$ cat src/lfo_consts.svh
`ifndef LFO_CONSTS_SVH
`define LFO_CONSTS_SVH

// Amplitude word and amplitude depth.
`define LFO_AM_W 7

// Internal signed pitch value and pm_u, sign bit included.
`define LFO_PM_W 8

// Fastest coarse rate taps the base counter at this bit minus one.
`define LFO_BASE_OFS 3

// Base counter width, covers all sixteen slower taps.
`define LFO_BASE_W 19

// Fine-rate limit word from the freq[3:0] table.
`define LFO_LIM_W 8

`endif
$ cat src/lfo_pkg.sv
`default_nettype none

package lfo_pkg;

	// Waveform select, encoded as in the wave register field.
	typedef enum logic [1:0] {
		WAVE_SAW    = 2'd0, // Rising ramp with wrap.
		WAVE_SQUARE = 2'd1, // Two levels that toggle every cnt_lim plus one ticks.
		WAVE_TRI    = 2'd2, // Up and down ramp on a one step faster tap.
		WAVE_NOISE  = 2'd3  // Sampled LFSR bits.
	} lfo_wave_e;

	// Triangle ramp direction.
	typedef enum logic {
		RAMP_UP   = 1'b0,
		RAMP_DOWN = 1'b1
	} ramp_dir_e;

endpackage

`default_nettype wire

$ cat src/lfo_top.sv
`timescale 1ns/1ns
`default_nettype none

`include "lfo_consts.svh"

module lfo_top (
	input  wire                  clk,
	input  wire                  rst,
	input  wire                  zero,
	input  wire                  lfo_rst,
	input  wire  [7:0]           freq,
	input  wire  [`LFO_AM_W-1:0] amd,
	input  wire  [`LFO_PM_W-2:0] pmd,
	input  wire  [1:0]           wave,
	output logic [`LFO_AM_W-1:0] am,
	output logic [`LFO_PM_W-1:0] pm_u
);
	import lfo_pkg::*;

	logic                  tick;
	lfo_wave_e             wave_sel;
	logic [`LFO_LIM_W-1:0] cnt_lim;
	logic                  sq_flip;
	logic                  sq_high;
	logic [`LFO_AM_W-1:0]  noise_am;
	logic [`LFO_PM_W-1:0]  noise_pm;

	lfo_ctrl lfo_ctrl_inst (
		.clk      (clk),
		.rst      (rst),
		.lfo_rst  (lfo_rst),
		.zero     (zero),
		.freq     (freq),
		.wave     (wave),
		.tick     (tick),
		.wave_sel (wave_sel),
		.cnt_lim  (cnt_lim),
		.sq_flip  (sq_flip),
		.sq_high  (sq_high)
	);

	lfo_am_gen lfo_am_gen_inst (
		.clk      (clk),
		.rst      (rst),
		.lfo_rst  (lfo_rst),
		.tick     (tick),
		.wave_sel (wave_sel),
		.cnt_lim  (cnt_lim),
		.sq_flip  (sq_flip),
		.sq_high  (sq_high),
		.amd      (amd),
		.noise_am (noise_am),
		.am       (am)
	);

	lfo_pm_gen lfo_pm_gen_inst (
		.clk      (clk),
		.rst      (rst),
		.lfo_rst  (lfo_rst),
		.tick     (tick),
		.wave_sel (wave_sel),
		.cnt_lim  (cnt_lim),
		.sq_flip  (sq_flip),
		.sq_high  (sq_high),
		.pmd      (pmd),
		.noise_pm (noise_pm),
		.pm_u     (pm_u)
	);

	lfo_noise lfo_noise_inst (
		.clk      (clk),
		.rst      (rst),
		.tick     (tick),
		.noise_am (noise_am),
		.noise_pm (noise_pm)
	);

endmodule

`default_nettype wire

$ cat src/lfo_noise.sv
`timescale 1ns/1ns
`default_nettype none

`include "lfo_consts.svh"

module lfo_noise (
	input  wire                  clk,
	input  wire                  rst,
	input  wire                  tick,
	output logic [`LFO_AM_W-1:0] noise_am,
	output logic [`LFO_PM_W-1:0] noise_pm
);

	localparam int LFSR_W = 17;
	localparam int NUM    = `LFO_AM_W + `LFO_PM_W;

	logic [NUM-1:0] noise_bits;

	// One independent generator per output bit.
	for (genvar i = 0; i < NUM; i++) begin : g_lfsr
		// Top nibble is never zero, so no seed locks up.
		localparam logic [LFSR_W-1:0] SEED = {4'(i + 1), 13'(i * i * 97 + 11)};

		logic [LFSR_W-1:0] lfsr;

		always_ff @(posedge clk) begin
			if (rst) begin
				lfsr <= SEED;
			end else if (tick) begin
				// Taps 17 and 14, maximal length.
				lfsr <= {lfsr[LFSR_W-2:0], lfsr[LFSR_W-1] ^ lfsr[LFSR_W-4]};
			end
		end

		assign noise_bits[i] = lfsr[LFSR_W-1];
	end

	assign noise_am = noise_bits[`LFO_AM_W-1:0];
	assign noise_pm = noise_bits[NUM-1:`LFO_AM_W]; // Top bit is the pitch sign.

endmodule

`default_nettype wire

$ cat src/lfo_pm_gen.sv
`timescale 1ns/1ns
`default_nettype none

`include "lfo_consts.svh"

module lfo_pm_gen (
	input  wire                       clk,
	input  wire                       rst,
	input  wire                       lfo_rst,
	input  wire                       tick,
	input  wire lfo_pkg::lfo_wave_e   wave_sel,
	input  wire  [`LFO_LIM_W-1:0]     cnt_lim,
	input  wire                       sq_flip,
	input  wire                       sq_high,
	input  wire  [`LFO_PM_W-2:0]      pmd,
	input  wire  [`LFO_PM_W-1:0]      noise_pm,
	output logic [`LFO_PM_W-1:0]      pm_u
);
	import lfo_pkg::*;

	localparam int ACC_W = `LFO_PM_W + 2;

	logic signed [`LFO_PM_W-1:0] pm;
	logic signed [`LFO_PM_W-1:0] pmd_pos;
	logic signed [`LFO_PM_W-1:0] pmd_neg;
	logic signed [ACC_W-1:0]     acc;
	logic signed [ACC_W-1:0]     acc_add;
	logic signed [ACC_W-1:0]     acc_step;
	logic                        step;
	ramp_dir_e                   dir;
	logic [`LFO_PM_W-1:0]        noise_val;

	assign pmd_pos = $signed({1'b0, pmd});
	assign pmd_neg = -pmd_pos;

	// A pitch step costs one limit since its range is twice as wide as am.
	assign acc_add  = acc + $signed(ACC_W'(pmd));
	assign acc_step = acc_add - $signed(ACC_W'(cnt_lim));
	assign step     = acc > 0;

	// Sign-extend the noise above the leading one of pmd.
	always_comb begin
		logic seen;
		seen = 1'b0;
		noise_val[`LFO_PM_W-1] = noise_pm[`LFO_PM_W-1];
		for (int i = `LFO_PM_W - 2; i >= 0; i--) begin
			seen         = seen | pmd[i];
			noise_val[i] = seen ? noise_pm[i] : noise_pm[`LFO_PM_W-1];
		end
		if (pmd == '0) begin
			noise_val = '0; // Zero depth gives no pitch noise.
		end
	end

	always_ff @(posedge clk) begin
		if (rst || lfo_rst) begin
			pm  <= '0;
			acc <= '0;
			dir <= RAMP_UP;
		end else if (tick) begin
			case (wave_sel)
				WAVE_SAW: begin
					if (step) begin
						if (pm == pmd_pos) begin
							pm  <= pmd_neg; // Jump to the negative bound.
							acc <= '0;
						end else begin
							pm  <= pm + 1'b1;
							acc <= acc_step;
						end
					end else begin
						acc <= acc_add;
					end
				end
				WAVE_TRI: begin
					if (step) begin
						if (dir == RAMP_UP && pm == pmd_pos) begin
							dir <= RAMP_DOWN;
							acc <= '0;
						end else if (dir == RAMP_DOWN && pm == pmd_neg) begin
							dir <= RAMP_UP;
							acc <= '0;
						end else begin
							pm  <= (dir == RAMP_UP) ? pm + 1'b1 : pm - 1'b1;
							acc <= acc_step;
						end
					end else begin
						acc <= acc_add;
					end
				end
				WAVE_SQUARE: begin
					if (sq_flip) begin
						pm <= sq_high ? pmd_pos : pmd_neg;
					end
				end
				default: pm <= noise_val;
			endcase
		end
	end

	// Sign over magnitude with the low bits of negative values inverted.
	assign pm_u = {pm[`LFO_PM_W-1],
		pm[`LFO_PM_W-1] ? ~pm[`LFO_PM_W-2:0] : pm[`LFO_PM_W-2:0]};

endmodule

`default_nettype wire

$ cat src/lfo_am_gen.sv
`timescale 1ns/1ns
`default_nettype none

`include "lfo_consts.svh"

module lfo_am_gen (
	input  wire                       clk,
	input  wire                       rst,
	input  wire                       lfo_rst,
	input  wire                       tick,
	input  wire lfo_pkg::lfo_wave_e   wave_sel,
	input  wire  [`LFO_LIM_W-1:0]     cnt_lim,
	input  wire                       sq_flip,
	input  wire                       sq_high,
	input  wire  [`LFO_AM_W-1:0]      amd,
	input  wire  [`LFO_AM_W-1:0]      noise_am,
	output logic [`LFO_AM_W-1:0]      am
);
	import lfo_pkg::*;

	localparam int ACC_W = `LFO_AM_W + 4;

	logic signed [ACC_W-1:0] acc;
	logic signed [ACC_W-1:0] acc_add;
	logic signed [ACC_W-1:0] acc_step;
	logic                    step;
	ramp_dir_e               dir;
	logic [`LFO_AM_W-1:0]    noise_mask;

	// Bresenham error term, depth in and twice the limit out per step.
	assign acc_add  = acc + $signed(ACC_W'(amd));
	assign acc_step = acc_add - $signed(ACC_W'({cnt_lim, 1'b0}));
	assign step     = acc > 0;

	// Keep only the noise bits up to the leading one of amd.
	always_comb begin
		logic seen;
		seen = 1'b0;
		for (int i = `LFO_AM_W - 1; i >= 0; i--) begin
			seen          = seen | amd[i];
			noise_mask[i] = seen;
		end
	end

	always_ff @(posedge clk) begin
		if (rst || lfo_rst) begin
			am  <= '0;
			acc <= '0;
			dir <= RAMP_UP;
		end else if (tick) begin
			case (wave_sel)
				WAVE_SAW: begin
					if (step) begin
						if (am == amd) begin
							am  <= '0; // Wrap to the bottom.
							acc <= '0;
						end else begin
							am  <= am + 1'b1;
							acc <= acc_step;
						end
					end else begin
						acc <= acc_add;
					end
				end
				WAVE_TRI: begin
					if (step) begin
						if (dir == RAMP_UP && am == amd) begin
							dir <= RAMP_DOWN;
							acc <= '0;
						end else if (dir == RAMP_DOWN && am == '0) begin
							dir <= RAMP_UP;
							acc <= '0;
						end else begin
							am  <= (dir == RAMP_UP) ? am + 1'b1 : am - 1'b1;
							acc <= acc_step;
						end
					end else begin
						acc <= acc_add;
					end
				end
				WAVE_SQUARE: begin
					if (sq_flip) begin
						am <= sq_high ? amd : '0;
					end
				end
				default: am <= noise_am & noise_mask;
			endcase
		end
	end

	// A ramp that starts inside the depth stays inside it.
	am_bound_chk: assert property (@(posedge clk) disable iff (rst)
		((wave_sel == WAVE_SAW || wave_sel == WAVE_TRI) && am <= amd)
		|=> am <= $past(amd));

endmodule

`default_nettype wire

$ cat src/lfo_ctrl.sv
`timescale 1ns/1ns
`default_nettype none

`include "lfo_consts.svh"

module lfo_ctrl (
	input  wire                        clk,
	input  wire                        rst,
	input  wire                        lfo_rst,
	input  wire                        zero,
	input  wire  [7:0]                 freq,
	input  wire  [1:0]                 wave,
	output logic                       tick,
	output lfo_pkg::lfo_wave_e         wave_sel,
	output logic [`LFO_LIM_W-1:0]      cnt_lim,
	output logic                       sq_flip,
	output logic                       sq_high
);
	import lfo_pkg::*;

	logic [`LFO_BASE_W-1:0] base;
	logic [4:0]             freq_sel;
	logic [4:0]             tap_idx;
	logic                   sel_base;
	logic                   last_base;
	logic [`LFO_LIM_W-1:0]  sq_cnt;

	assign wave_sel = lfo_wave_e'(wave);

	// Free running sample counter that only a full reset restarts.
	always_ff @(posedge clk) begin
		if (rst) begin
			base <= '0;
		end else if (zero) begin
			base <= base + 1'b1;
		end
	end

	// Triangle runs one coarse step faster to keep the same period.
	always_comb begin
		freq_sel = {1'b0, freq[7:4]} + {4'd0, wave_sel == WAVE_TRI};
		tap_idx  = 5'(`LFO_BASE_OFS + 15) - {1'b0, freq_sel[3:0]};
		if (freq_sel[4]) begin
			sel_base = base[`LFO_BASE_OFS-1]; // Index 16 is the fastest rate.
		end else begin
			sel_base = base[tap_idx];
		end
	end

	// Any edge of the selected tap gives one tick a cycle later.
	always_ff @(posedge clk) begin
		if (rst) begin
			last_base <= 1'b0;
			tick      <= 1'b0;
		end else begin
			last_base <= sel_base;
			tick      <= sel_base != last_base;
		end
	end

	// Fine rate limit for the ramps and the square counter.
	always_comb begin
		case (freq[3:0])
			4'h0: cnt_lim = 8'd128;
			4'h1: cnt_lim = 8'd120;
			4'h2: cnt_lim = 8'd114;
			4'h3: cnt_lim = 8'd108;
			4'h4: cnt_lim = 8'd102;
			4'h5: cnt_lim = 8'd98;
			4'h6: cnt_lim = 8'd93;
			4'h7: cnt_lim = 8'd89;
			4'h8: cnt_lim = 8'd85;
			4'h9: cnt_lim = 8'd82;
			4'ha: cnt_lim = 8'd79;
			4'hb: cnt_lim = 8'd76;
			4'hc: cnt_lim = 8'd73;
			4'hd: cnt_lim = 8'd70;
			4'he: cnt_lim = 8'd68;
			default: cnt_lim = 8'd66;
		endcase
	end

	assign sq_flip = tick && wave_sel == WAVE_SQUARE && sq_cnt == cnt_lim;

	// Square half period counter.
	always_ff @(posedge clk) begin
		if (rst || lfo_rst) begin
			sq_cnt  <= '0;
			sq_high <= 1'b0;
		end else if (sq_flip) begin
			sq_cnt  <= '0;
			sq_high <= ~sq_high; // Level for the next flip.
		end else if (tick && wave_sel == WAVE_SQUARE) begin
			sq_cnt <= sq_cnt + 1'b1;
		end
	end

	// The half period counter flips at the limit and never runs past it.
	sq_cnt_chk: assert property (@(posedge clk) disable iff (rst || lfo_rst)
		(wave_sel == WAVE_SQUARE && sq_cnt <= cnt_lim)
		|=> (sq_cnt <= cnt_lim || cnt_lim != $past(cnt_lim)));

endmodule

`default_nettype wire

$ cat config.mk
export PLATFORM = sky130hd
export DESIGN_NAME = lfo_top
export DESIGN_NICKNAME = d
export VERILOG_FILES = /design/src/lfo_pkg.sv /design/src/lfo_top.sv /design/src/lfo_noise.sv /design/src/lfo_pm_gen.sv /design/src/lfo_am_gen.sv /design/src/lfo_ctrl.sv
export VERILOG_INCLUDE_DIRS = /design/src /design/src/src
export SDC_FILE = /design/constraint.sdc
export NUM_CORES = 1
export LEC_CHECK = 0
export BUFFER_PORTS_ARGS = -buffer_cell sky130_fd_sc_hd__buf_2
export CORE_ASPECT_RATIO = 2
export CORE_MARGIN = 4
export CORE_UTILIZATION = 55
export DETAILED_ROUTE_END_ITERATION = 8
export GPL_TIMING_DRIVEN = 0
export PLACE_DENSITY = 0.74
export SETUP_SLACK_MARGIN = 0.05
export SLEW_MARGIN = 5
export SYNTH_ARGS = -nofsm -noshare
export SYNTH_HDL_FRONTEND = slang
export SYNTH_SLANG_ARGS = --single-unit
$ cat constraint.sdc
create_clock -name clk -period 3 [get_ports clk]
set_input_delay 0 -clock clk [delete_from_list [all_inputs] [get_ports clk]]
set_output_delay 0 -clock clk [all_outputs]
set_load 0.005 [all_outputs]
# == Yosys cells after proc, flatten, opt, wreduce, memory -nomap -nowiden ==
# Memories as Yosys holds them, arrays and structs flattened.
# Index checks and enable logic that the tools add are counted.
# classes
addsub,13
n_lt_le_gt_ge,3
n_eq_ne,16
muxes,46
bitwise,32
n_reduce_logical,19
# op_table
op,count
2-to-1 mux 8 bit,9
2-to-1 mux 7 bit,9
2-to-1 mux 11 bit,5
2-to-1 mux 10 bit,5
equality test 8 bit,3
case mux 8 bit (3 select lines),1
case mux 11 bit (2 select lines),1
case mux 7 bit (3 select lines),1
case mux 10 bit (2 select lines),1
"adder 19 x 1 -> 19 bit, second input constant",1
"adder 8 x 1 -> 8 bit, second input constant",2
XOR 1 bit,15
logical NOT 7 bit,2
2-to-1 mux 1 bit,13
OR 1 bit,12
AND reduction 6 bit,2
adder 11 x 8 -> 11 bit,1
"greater-than comparator 11 x 1 -> 1 bit, second input constant",1
subtractor 11 x 10 -> 11 bit,1
adder 10 x 8 -> 10 bit,1
"greater-than comparator 10 x 1 -> 1 bit, second input constant",1
"!= test 2 x 1 -> 1 bit, second input constant",5
subtractor 10 x 9 -> 10 bit,1
"!= test 2 bit, second input constant",4
other kinds (22),32
# word_totals
regBits,323
mem_bits_ro,128
in_bits,28
out_inout_bits,15
elab_cells,156
n_memories,1
# mem_list
memory,words,word_bits,rd,rd_clocked_by_memory_dff,write_ports,line_no,source
(name not given),16,8,1,0,0,lfo_ctrl.sv:63,case (freq[3:0])

# == Depth between registers and ports, before layout ==
# Gate-level depths: netlist of the first run.
# logic_depth
ltp_word,9
mapped_depth,15
depth_no_buf,15

# == By module ==
# From an unflattened synthesis of the first run, not the netlist that was laid out.
# unflattened
cells_unflattened,1771
hier_area_um2,16900.0
# modules_own_cells
module,n_inst,cells_each,area_each_um2,seq_area_each_um2
lfo_noise,1,867,9741.8,5104.9
lfo_pm_gen,1,383,2834.0,380.4
lfo_am_gen,1,291,2337.2,380.4
lfo_ctrl,1,230,1986.9,600.6

# == Worst setup path before layout of the first run ==
# Ideal clock, no wire load.
# synth_timing
kind,flip-flop to flip-flop
start,register lfo_am_gen_inst.acc[0]
end,register lfo_am_gen_inst.acc[10]
setup_ns,0.071
t_arrival_ns,3.129
required_time_ns,2.929
setup_slack_ns,-0.199
path_stages_with_launch,15
n_path_buf,0
period_less_slack_ns,3.199
cell_sequence,dfxtp_1 > ha_1 > fa_1 > a21o_1 > a21oi_1 > xnor2_1 > ha_1 > o21a_1 > o31a_1 > o31ai_1 > a21oi_1 > nor4_1 > xor2_1 > mux2_2 > a21oi_1
# synth_via
elab_chain_cells,6
elab_cells_between_ends,9
classes_between,add/sub (2); order compare (1); mux (6)
# synth_rtl
item,line_no,source
from (decl),lfo_am_gen.sv:23,logic signed [ACC_W-1:0] acc;
from (signal assigned),lfo_am_gen.sv:59,acc <= acc_step;
from (signal assigned),lfo_am_gen.sv:75,acc <= acc_step;
adder 11 x 8 -> 11 bit,lfo_am_gen.sv:31,assign acc_add = acc + $signed(ACC_W'(amd));
subtractor 11 x 10 -> 11 bit,lfo_am_gen.sv:32,"assign acc_step = acc_add - $signed(ACC_W'({cnt_lim, 1'b0}));"
2-to-1 mux 11 bit,lfo_am_gen.sv:70,end else if (dir == RAMP_DOWN && am == '0) begin
2-to-1 mux 11 bit,lfo_am_gen.sv:67,if (dir == RAMP_UP && am == amd) begin
2-to-1 mux 11 bit,lfo_am_gen.sv:66,if (step) begin
case mux 11 bit (2 select lines) *,lfo_am_gen.sv:51,case (wave_sel)
# Mark *: on every way between the ends. The rest lies on a longest branch, timed or not.
# A chain may end at the register's enable or synchronous reset.

# == Final worst setup path of the first run ==
# layout_timing
start,register lfo_am_gen_inst.acc[2]
end,register lfo_am_gen_inst.acc[10]
# Same word-level chain as after synthesis.

==> impl_metrics.tcl, run 1 <==
set metrics [dict create \
    clkTransAtPathRegs_ns 0.07 \
    setup_viol 7 \
    drc 0 \
    worstPathArrival_ns 3.71 \
    rows 87 \
    place.gp.congestion 0.998 \
    drtIter0Drc 691 \
    antenna_found_initial 0 \
    synth_top_family_by_area "simple AND/OR/NAND/NOR gates" \
    totalPowerFinal_mw 9.22 \
    reg2reg_to "lfo_am_gen_inst.acc[10]" \
    die_w_um 128 \
    n_antenna_cell 0 \
    stdcell_area_mm2 0.0180 \
    ios 43 \
    clk_latency_ns 0.57 \
    grt_start_max_net_pins 17 \
    placed_area_mm2 0.0164 \
    routedWlPerCell_um 19.3 \
    hold-worst-slack_ns -0.00335 \
    vdd_ir_drop_max_mv 0.398 \
    cap_violations 0 \
    layout_min_cycle_time_ns 3.22 \
    vias_per_cell 5.87 \
    synth_compound_area_share_pct 15.7 \
    ant_nets 0 \
    max_stage_delay_ns 0.41 \
    die_area_mm2 0.0315 \
    synth-main-ff-cell "dfxtp_1" \
    grt_use_met1_pct 25.5 \
    cts_tree "yes" \
    grt_pass1_wl_um 67000 \
    power_density_mw_per_mm2 511 \
    cp_cell_sequence "ha_1, nor2b_1, nor2_2, xnor2_2, ha_1, o21a_1, o31a_1, o31ai_4, a21oi_2, nor4_2, xor2_1, mux2_4, a21oi_2" \
    tightest_slew_ns 1.21 \
    cp_slowest_cell "ha_1" \
    vias 12800 \
    crit_fanout 5 \
    path_class "flop to flop" \
    routed_wl_um 42200 \
    r2r_start "lfo_am_gen_inst.acc[2]" \
    startpoint_type "flop" \
    synth-simple-area-share_pct 18.6 \
    use_met3_pct 3.18 \
    synth_cell_types 79 \
    grt_pass1_vias 13100 \
    ctsLongestPathBuffers 3 \
    yosys-top-cells-area "dfxtp_1, mux2i_1, a211o_1" \
    yosysTopAreaCellShare_pct 41.2 \
    synthXorXnorAreaFrac_pct 6.51 \
    final-hold-violation-count 1 \
    synth-adder-area-share_pct 4.09 \
    synth_top_cell_by_area "dfxtp_1" \
    violations "hold timing, setup timing" \
    firstDrtPassIters 5 \
    port_buffers 36 \
    grtUsageMet2_pct 50.2 \
    hpwl_um 30700 \
    syn_avg_cell_area_um2 9.20 \
    grt_overflow_total 0 \
    synth_nets 1784 \
    cts_max_level 1 \
    timing.final.ws_setup_ns -0.220 \
    syn_area_mm2 0.0157 \
    coreArea_mm2 0.0282 \
    numCtsBuffers 29 \
    fmax_ghz 0.311 \
    final_max_slew_viol_count 0 \
    start_util_pct 55.7 \
    status "finished, violations left" \
    r2r_setup_slack_ns -0.22 \
    post_synth_mux_area_share_pct 10.1 \
    p_leak_nw 6.54 \
    drive_gt1_share_pct 12.8 \
    timing.slew.headroom_pct 18.1 \
    synth_seq_cells 323 \
    required_ns 3.49 \
    fin_skew_ns 0.0157 \
    finalCritPeriodShare_pct 107 \
    grt.total_usage_pct 26.3 \
    die_h_um 247 \
    holdCritPathClass "input pin to flop" \
    ff2ff_path_depth 13 \
    post_layout_nonfiller_instances 2187 \
    cp-end-kind "flop" \
    yosysSeqAreaShare_pct 41.2 \
    place_inst 2099 \
    endpoint "lfo_am_gen_inst.acc[10]" \
    ys_warn_count 0 \
    busiest_layer "met2" \
    cts_num_sinks 323 \
    rsz0062_at_grt "true" \
    synthArstFlopShare_pct 0 \
    syn2layout_area_growth_pct 14.9 \
    crit_path_start "lfo_am_gen_inst.acc[2]" \
    syn-instance-count 1707 \
    cts-root-buf "clkbuf_16" \
    synth_edf_count 0 \
    nets 1886 \
]
cells by family (layout without fill, tap and decap cells):
| logic type | count (synthesis) | in the layout |
|---|---|---|
| AND/OR/NAND/NOR | 586 | 586 |
| AO/OA/AOI/OAI | 329 | 329 |
| flip-flops | 323 | 323 |
| buffers and inverters | 154 | 278 |
| multiplexers | 151 | 151 |
| XOR/XNOR | 115 | 115 |
| adder cells (fa/ha/maj) | 49 | 49 |
synth_stat cells, types with 5 or more instances:
cell type,count
a211o_1,119
a211oi_1,20
a21o_1,6
a21oi_1,54
a221oi_1,8
a31oi_1,8
and2_1,7
and3_1,12
buf_1,17
buf_2,6
clkbuf_1,93
dfxtp_1,323
ha_1,45
inv_1,33
mux2i_1,143
mux4_2,6
nand2_1,74
nand2b_1,9
nand3_1,19
nand4_1,18
nor2_1,236
nor2b_1,130
nor3_1,29
nor3b_1,5
nor4_1,9
o211ai_1,6
o21a_1,7
o21ai_0,38
o21bai_1,5
o221ai_1,6
o31ai_1,5
or2_2,13
or3_1,6
xnor2_1,57
xor2_1,57
placed cells by master, fill, tap and decap left out, types with 15 or more instances in the layout:
cell and count:
nand2_1 73, dfxtp_1 318, buf_2 42, nor2_1 234, nor3_1 27, clkbuf_16 29, inv_1 31, mux2i_1 141
nand4_1 18, a21oi_1 43, nor2b_1 129, ha_1 34, a211oi_1 15, buf_4 30, xnor2_1 53, xor2_1 55
o21ai_0 32, clkbuf_1 96, nand3_1 19, a211o_1 119
timing repair:
item,4_1_cts,5_1_grt
hold buffers,3,0
endpoints found under the setup margin,14,32
pin swaps,40,41
cloned,0,0
setup buffers,25,14
endpoints found under the hold margin,8,0
gates resized for setup,52,50
per-stage QoR:
stage	hold slack (ns)	worst slack (ns)	utilization, %	setup TNS (ns)
global route	0.0207	-0.372	64.0	-1.42
floorplan	0.263	-0.136	-	-0.136
detailed placement	0.407	-0.526	58.0	-3.63
finish	-0.00335	-0.220	64.0	-0.549
global placement	0.402	-0.531	58.0	-3.04
CTS	0.0318	-0.372	63.0	-0.750
state kept, by name, summed over array words and instances, names as in the netlist:
register	cells
lfo_noise_inst.g_lfsr.lfsr	255
lfo_ctrl_inst.base	19
lfo_am_gen_inst.acc	11
lfo_pm_gen_inst.acc	10
lfo_ctrl_inst.sq_cnt	8
lfo_pm_gen_inst.pm	8
lfo_am_gen_inst.am	7
lfo_am_gen_inst.dir	1
lfo_ctrl_inst.last_base	1
lfo_ctrl_inst.sq_high	1
lfo_ctrl_inst.tick	1
lfo_pm_gen_inst.dir	1
report_power, final:
| group | internal [mW] | leakage (nW) | switching [mW] | total (mW) |
|---|---|---|---|---|
| registers | 4.37 | 2.61 | 0.0530 | 4.42 |
| logic | 0.403 | 3.44 | 0.587 | 0.990 |
| clock network | 2.13 | 0.478 | 1.68 | 3.81 |
worst min path at each step:
stage	end	slack [ns]	startpoint	cells past startpoint
final	lfo_ctrl_inst.last_base	-0.003	freq[7]	4
after global placement	lfo_ctrl_inst.base[1]	0.40	zero	3
after global routing	lfo_ctrl_inst.last_base	0.02	freq[7]	4
after detailed placement	am[3]	0.41	lfo_am_gen_inst.am[3]	1
after floorplan	lfo_am_gen_inst.acc[0]	0.26	amd[0]	3
after CTS	lfo_am_gen_inst.dir	0.03	amd[2]	5
critical path, delay by kind of cell (launching register included):
kind            cells  cell delay, ns
mux                 1            0.33
fa+ha+maj           2            0.75
compound gates      5            0.82
simple gates        3            0.53
flops               1            0.34
xor+xnor            2            0.38
routing by layer:
metal,vias up,share of wire [%]
li1,6196,-
met1,6100,34
met2,378,54
met3,165,4.1
met4,0,7.8
met5,-,0
layout make-up:
cell class              count  area, um^2
flip-flops and latches    323        6480
fillers                  2351       10100
clock inverters            12         141
repair buffers             73         488
well taps                 356         445
multi-input cells        1230        9060
inverters                  35         131
clock buffers              41         831
plain buffers             117         467
No activity file was read; power rests on OpenSTA's default activity.
==> run 2: changes to the inputs <==
--- a/config.mk
+++ b/config.mk
@@ -12,7 +12,7 @@
 export CORE_UTILIZATION = 55
 export DETAILED_ROUTE_END_ITERATION = 8
 export GPL_TIMING_DRIVEN = 0
-export PLACE_DENSITY = 0.74
+export PLACE_DENSITY = 0.72
 export SETUP_SLACK_MARGIN = 0.05
 export SLEW_MARGIN = 5
 export SYNTH_ARGS = -nofsm -noshare
==> constraint.sdc (replaced) <==
create_clock -name clk -period 3.4 [get_ports clk]
set_input_delay 0 -clock clk [delete_from_list [all_inputs] [get_ports clk]]
set_output_delay 0 -clock clk [all_outputs]
set_load 0.005 [all_outputs]
==> run 2 against run 1 <==
Compared with the run above: clock power decreased by 15%; non-clock buffer count decreased by 16; global-route usage shrank 0.98 points; first-iteration DRC count decreased by 17%; critical endpoint is now lfo_pm_gen_inst.acc[9]; sequential share of layout area grew 1.0 points; largest cell class unchanged; register-to-register slack improved by 0.36 ns; sequential cell count unchanged; power fell by 14%; final cell count is 0.82% lower; the flow now finishes without violations; final area decreased by 2.8%; routed wire length fell by 4.1%; die area did not move.
==> impl_metrics.tcl, run 2 (synthesis results as in run 1) <==
set metrics [dict create \
    status "completed" \
    ff2ff_path_depth 14 \
    nets 1870 \
    cts_max_level 1 \
    numCtsBuffers 29 \
    cts-root-buf "clkbuf_16" \
    vias_per_cell 5.83 \
    port_buffers 36 \
    crit_path_start "lfo_pm_gen_inst.acc[0]" \
    drc 0 \
    grt_pass1_wl_um 64700 \
    drive_gt1_share_pct 8.99 \
    firstDrtPassIters 5 \
    rsz0062_at_grt "true" \
    hold-worst-slack_ns 0.0430 \
    rows 87 \
    use_met3_pct 2.72 \
    hold_start "amd[3]" \
    coreArea_mm2 0.0282 \
    final_max_slew_viol_count 0 \
    place.gp.congestion 0.942 \
    setup_viol 0 \
    ctsLongestPathBuffers 3 \
    routedWlPerCell_um 18.6 \
    largest_reg_flops 255 \
    grt_use_met1_pct 24.5 \
    mostFrequentLayoutCells "dfxtp_1, nor2_1, mux2i_1" \
    grt.total_usage_pct 25.3 \
    n_antenna_cell 0 \
    clkTransAtPathRegs_ns 0.07 \
    holdCritPathClass "input pin to flop" \
    stdcell_area_mm2 0.0175 \
    vdd_ir_drop_max_mv 0.422 \
    antenna_found_initial 0 \
    grt_start_max_net_pins 16 \
    r2r_setup_slack_ns 0.14 \
    drtIter0Drc 576 \
    top_regs "lfo_noise_inst.g_lfsr.lfsr x255, lfo_ctrl_inst.base x19, lfo_am_gen_inst.acc x11" \
    ant_nets 0 \
    routed_wl_um 40400 \
    p_leak_nw 6.34 \
    placed_area_mm2 0.0163 \
    cap_violations 0 \
    die_h_um 247 \
    r2r_start "lfo_pm_gen_inst.acc[0]" \
    start_util_pct 55.7 \
    die_area_mm2 0.0315 \
    fmax_ghz 0.307 \
    timing.final.ws_setup_ns 0.139 \
    final-hold-violation-count 0 \
    timing.slew.headroom_pct 34.9 \
    finalCritPeriodShare_pct 95.9 \
    hold_end "lfo_am_gen_inst.am[3]" \
    worstPathArrival_ns 3.66 \
    crit_fanout 3 \
    startpoint_type "flop" \
    syn2layout_area_growth_pct 11.7 \
    tightest_slew_ns 0.963 \
    layout_min_cycle_time_ns 3.26 \
    place_ws_ns -0.182 \
    vias 12600 \
    busiest_layer "met2" \
    reg2reg_to "lfo_pm_gen_inst.acc[9]" \
    ios 43 \
    clk_latency_ns 0.55 \
    min_path_cells 5 \
    power_density_mw_per_mm2 451 \
    largest-register "lfo_noise_inst.g_lfsr.lfsr" \
    die_w_um 128 \
    final_common_cell "dfxtp_1" \
    cp-end-kind "flop" \
    required_ns 3.80 \
    path_class "flop to flop" \
    grt_overflow_total 0 \
    hpwl_um 30200 \
    cts_num_sinks 323 \
    cts_tree "yes" \
    grt_pass1_vias 12900 \
    grtUsageMet2_pct 49.9 \
    n_fill_cell 2469 \
    fin_skew_ns 0.0172 \
]
## run 2: final cells by class
class | instances | area [um^2] | area share (%)
flip-flops and latches | 323 | 6470 | 36.9
inverters | 35 | 131 | 0.749
well taps | 356 | 445 | 2.54
clock inverters | 7 | 70.1 | 0.399
repair buffers | 55 | 335 | 1.91
multi-input cells | 1230 | 8760 | 49.9
clock buffers | 44 | 862 | 4.91
plain buffers | 119 | 469 | 2.67
## run 2: where the power goes
part	switching, mW	total [mW]	internal (mW)
clock	1.40	3.22	1.82
sequential	0.0439	3.90	3.86
combinational	0.477	0.791	0.314
## run 2: worst max-delay path, stage by stage (launching register included)
cell      delay (ns)
dfxtp_4         0.36
ha_4            0.17
fa_2            0.36
and3_4          0.20
o211ai_1        0.24
nand4_1         0.12
nor2b_1         0.17
ha_2            0.18
or2_2           0.28
or2_2           0.28
mux2i_2         0.17
a211oi_1        0.10
nor3_2          0.24
nand3b_1        0.14
a31oi_1         0.08
## run 2: worst max path at each step
stage | to | cells past startpoint
6_report | lfo_pm_gen_inst.acc[9] | 14
4_1_cts | lfo_am_gen_inst.acc[10] | 14
3_3_place_gp | lfo_am_gen_inst.acc[10] | 14
5_1_grt | lfo_pm_gen_inst.acc[9] | 14
3_5_place_dp | lfo_am_gen_inst.acc[10] | 14
2_1_floorplan | lfo_am_gen_inst.acc[10] | 14
## run 2: through the flow
step / utilization, % / TNS [ns] / power, mW / cells
after detailed placement: 57.9 / -0.204 / 4.73 / 2099
after global routing: 62.2 / -0.000192 / 8.21 / 2169
after global placement: 57.9 / -0.167 / 4.71 / 2099
after CTS: 61.9 / 0 / 7.98 / 2165
final: 62.2 / 0 / 7.92 / 2169
after floorplan: - / 0 / 4.52 / 1707
## run 2: metal layers
layer / vias up / routed length [um]
met5: - / 0
met4: 0 / 2640
met3: 143 / 1420
met2: 309 / 22000
met1: 6032 / 14400
li1: 6158 / -
## run 2: timing repair
action                                  CTS  global route
setup buffers                            10             4
endpoints found under the setup margin    3            16
pin swaps                                12            12
gates resized for setup                  16            14
endpoints found under the hold margin    11             0
hold buffers                              5             0
==> run 3: changes to the inputs <==
--- a/config.mk
+++ b/config.mk
@@ -13,6 +13,7 @@
 export DETAILED_ROUTE_END_ITERATION = 8
 export GPL_TIMING_DRIVEN = 0
 export PLACE_DENSITY = 0.72
+export RECOVER_POWER = 25
 export SETUP_SLACK_MARGIN = 0.05
 export SLEW_MARGIN = 5
 export SYNTH_ARGS = -nofsm -noshare
==> run 3 against run 2 <==
Compared with the run above: sequential cell count is the same; via count is essentially flat; die area is the same; first-iteration DRC count grew 2.3%; combinational power is essentially flat; final area is essentially flat; routed wire length is essentially flat; critical path depth is the same; largest power group unchanged.
==> impl_metrics.tcl, run 3 (synthesis results as in run 1) <==
set metrics [dict create \
    status "completed" \
    grt_pass1_wl_um 64700 \
    timing.final.ws_setup_ns 0.140 \
    place.gp.congestion 0.942 \
    n_antenna_cell 0 \
    drc 0 \
    routedWlPerCell_um 18.7 \
    coreArea_mm2 0.0282 \
    fmax_ghz 0.307 \
    die_w_um 128 \
    die_area_mm2 0.0315 \
    cap_violations 0 \
    syn2layout_area_growth_pct 11.6 \
    grt_start_max_net_pins 16 \
    largest_reg_flops 255 \
    totalPowerFinal_mw 7.92 \
    rows 87 \
    required_ns 3.80 \
    setup_viol 0 \
    place_ws_ns -0.182 \
    vdd_ir_drop_max_mv 0.422 \
    numCtsBuffers 29 \
    startpoint_type "flop" \
    antenna_found_initial 0 \
    final_max_slew_viol_count 0 \
    grt.total_usage_pct 25.3 \
    tightest_slew_ns 0.969 \
    largest-register "lfo_noise_inst.g_lfsr.lfsr" \
    start_util_pct 55.7 \
    port_buffers 36 \
    firstDrtPassIters 5 \
    vias 12600 \
    drive_gt1_share_pct 8.44 \
    cts_tree "yes" \
    final-hold-violation-count 0 \
    ctsLongestPathBuffers 3 \
    hpwl_um 30200 \
    grt_overflow_total 0 \
    path_class "flop to flop" \
    vias_per_cell 5.83 \
    p_leak_nw 6.30 \
    finalCritPeriodShare_pct 95.9 \
    timing.slew.headroom_pct 34.6 \
    cts-root-buf "clkbuf_16" \
    die_h_um 247 \
    drtIter0Drc 589 \
    cp-end-kind "flop" \
    grt_pass1_vias 12900 \
    layout_min_cycle_time_ns 3.26 \
    routed_wl_um 40500 \
    r2r_setup_slack_ns 0.14 \
    final_common_cell "dfxtp_1" \
    worstPathArrival_ns 3.66 \
    nets 1870 \
    power_density_mw_per_mm2 451 \
    crit_fanout 3 \
    mostFrequentLayoutCells "dfxtp_1, nor2_1, mux2i_1" \
    top_regs "lfo_noise_inst.g_lfsr.lfsr x255, lfo_ctrl_inst.base x19, lfo_am_gen_inst.acc x11" \
    cts_num_sinks 323 \
    fin_skew_ns 0.0173 \
    clk_latency_ns 0.55 \
    clkTransAtPathRegs_ns 0.07 \
    rsz0062_at_grt "true" \
    ios 43 \
    setup_tns_ns 0 \
    cts_max_level 1 \
    holdCritPathClass "input pin to flop" \
    ant_nets 0 \
]
[run 3: changes by cell type in the layout (fill, tap and decap cells not counted), sizes merged]
cell / delta
buf: -16
clkbuf: +16
[run 3: layout make-up]
cell class | instances | area (um^2)
fillers | 2471 | 10700
multi-input cells | 1230 | 8760
flip-flops and latches | 323 | 6470
clock buffers | 44 | 862
plain buffers | 119 | 469
well taps | 356 | 445
repair buffers | 55 | 323
inverters | 35 | 131
clock inverters | 7 | 70.1
[run 3: stage by stage]
stage / cells / utilization, % / instance area [um^2] / hold WS [ns]
global placement: 2099 / 57.9 / 16300 / 0.406
finish: 2169 / 62.2 / 17500 / 0.0527
global route: 2169 / 62.2 / 17500 / 0.0414
floorplan: 1707 / - / 15700 / 0.263
detailed placement: 2099 / 57.9 / 16300 / 0.415
CTS: 2165 / 61.9 / 17500 / 0.0139
[run 3: routing by layer]
layer,GRT usage [%],vias to the layer above,share of wire (%)
met5,0,-,0
met4,15.2,0,6.4
met2,49.9,309,54
met3,2.72,143,3.5
li1,-,6154,-
met1,24.5,6040,36
[run 3: where the power goes]
group          leakage [nW]  total, mW  internal, mW  switching, mW
clock network         0.458       3.22          1.82           1.40
logic                  3.23      0.791         0.314          0.477
registers              2.61       3.90          3.86         0.0439
total                  6.30       7.92          5.99           1.92
[run 3: repair_timing]
item,in CTS,in global routing
endpoints found under the setup margin,3,16
hold buffers,5,0
setup buffers,10,4
pin swaps,12,12
hold endpoints to repair,11,0
gates resized for setup,16,14
[run 3: critical path, cell delays in order, from the launching register on]
cell	delay, ns
dfxtp_4	0.36
ha_4	0.17
fa_2	0.36
and3_4	0.20
o211ai_1	0.24
nand4_1	0.12
nor2b_1	0.17
ha_2	0.18
or2_2	0.28
or2_2	0.28
mux2i_2	0.17
a211oi_1	0.10
nor3_2	0.24
nand3b_1	0.14
a31oi_1	0.08
[run 3: final timing paths]
path / end / cells after the start / start
hold reg to reg: lfo_noise_inst.g_lfsr[9].lfsr[10] / 1 / lfo_noise_inst.g_lfsr[9].lfsr[9]
setup / recovery: lfo_pm_gen_inst.acc[9] / 14 / lfo_pm_gen_inst.acc[0]
setup reg to reg: lfo_pm_gen_inst.acc[9] / 14 / lfo_pm_gen_inst.acc[0]
hold / removal: lfo_am_gen_inst.am[2] / 3 / lfo_rst
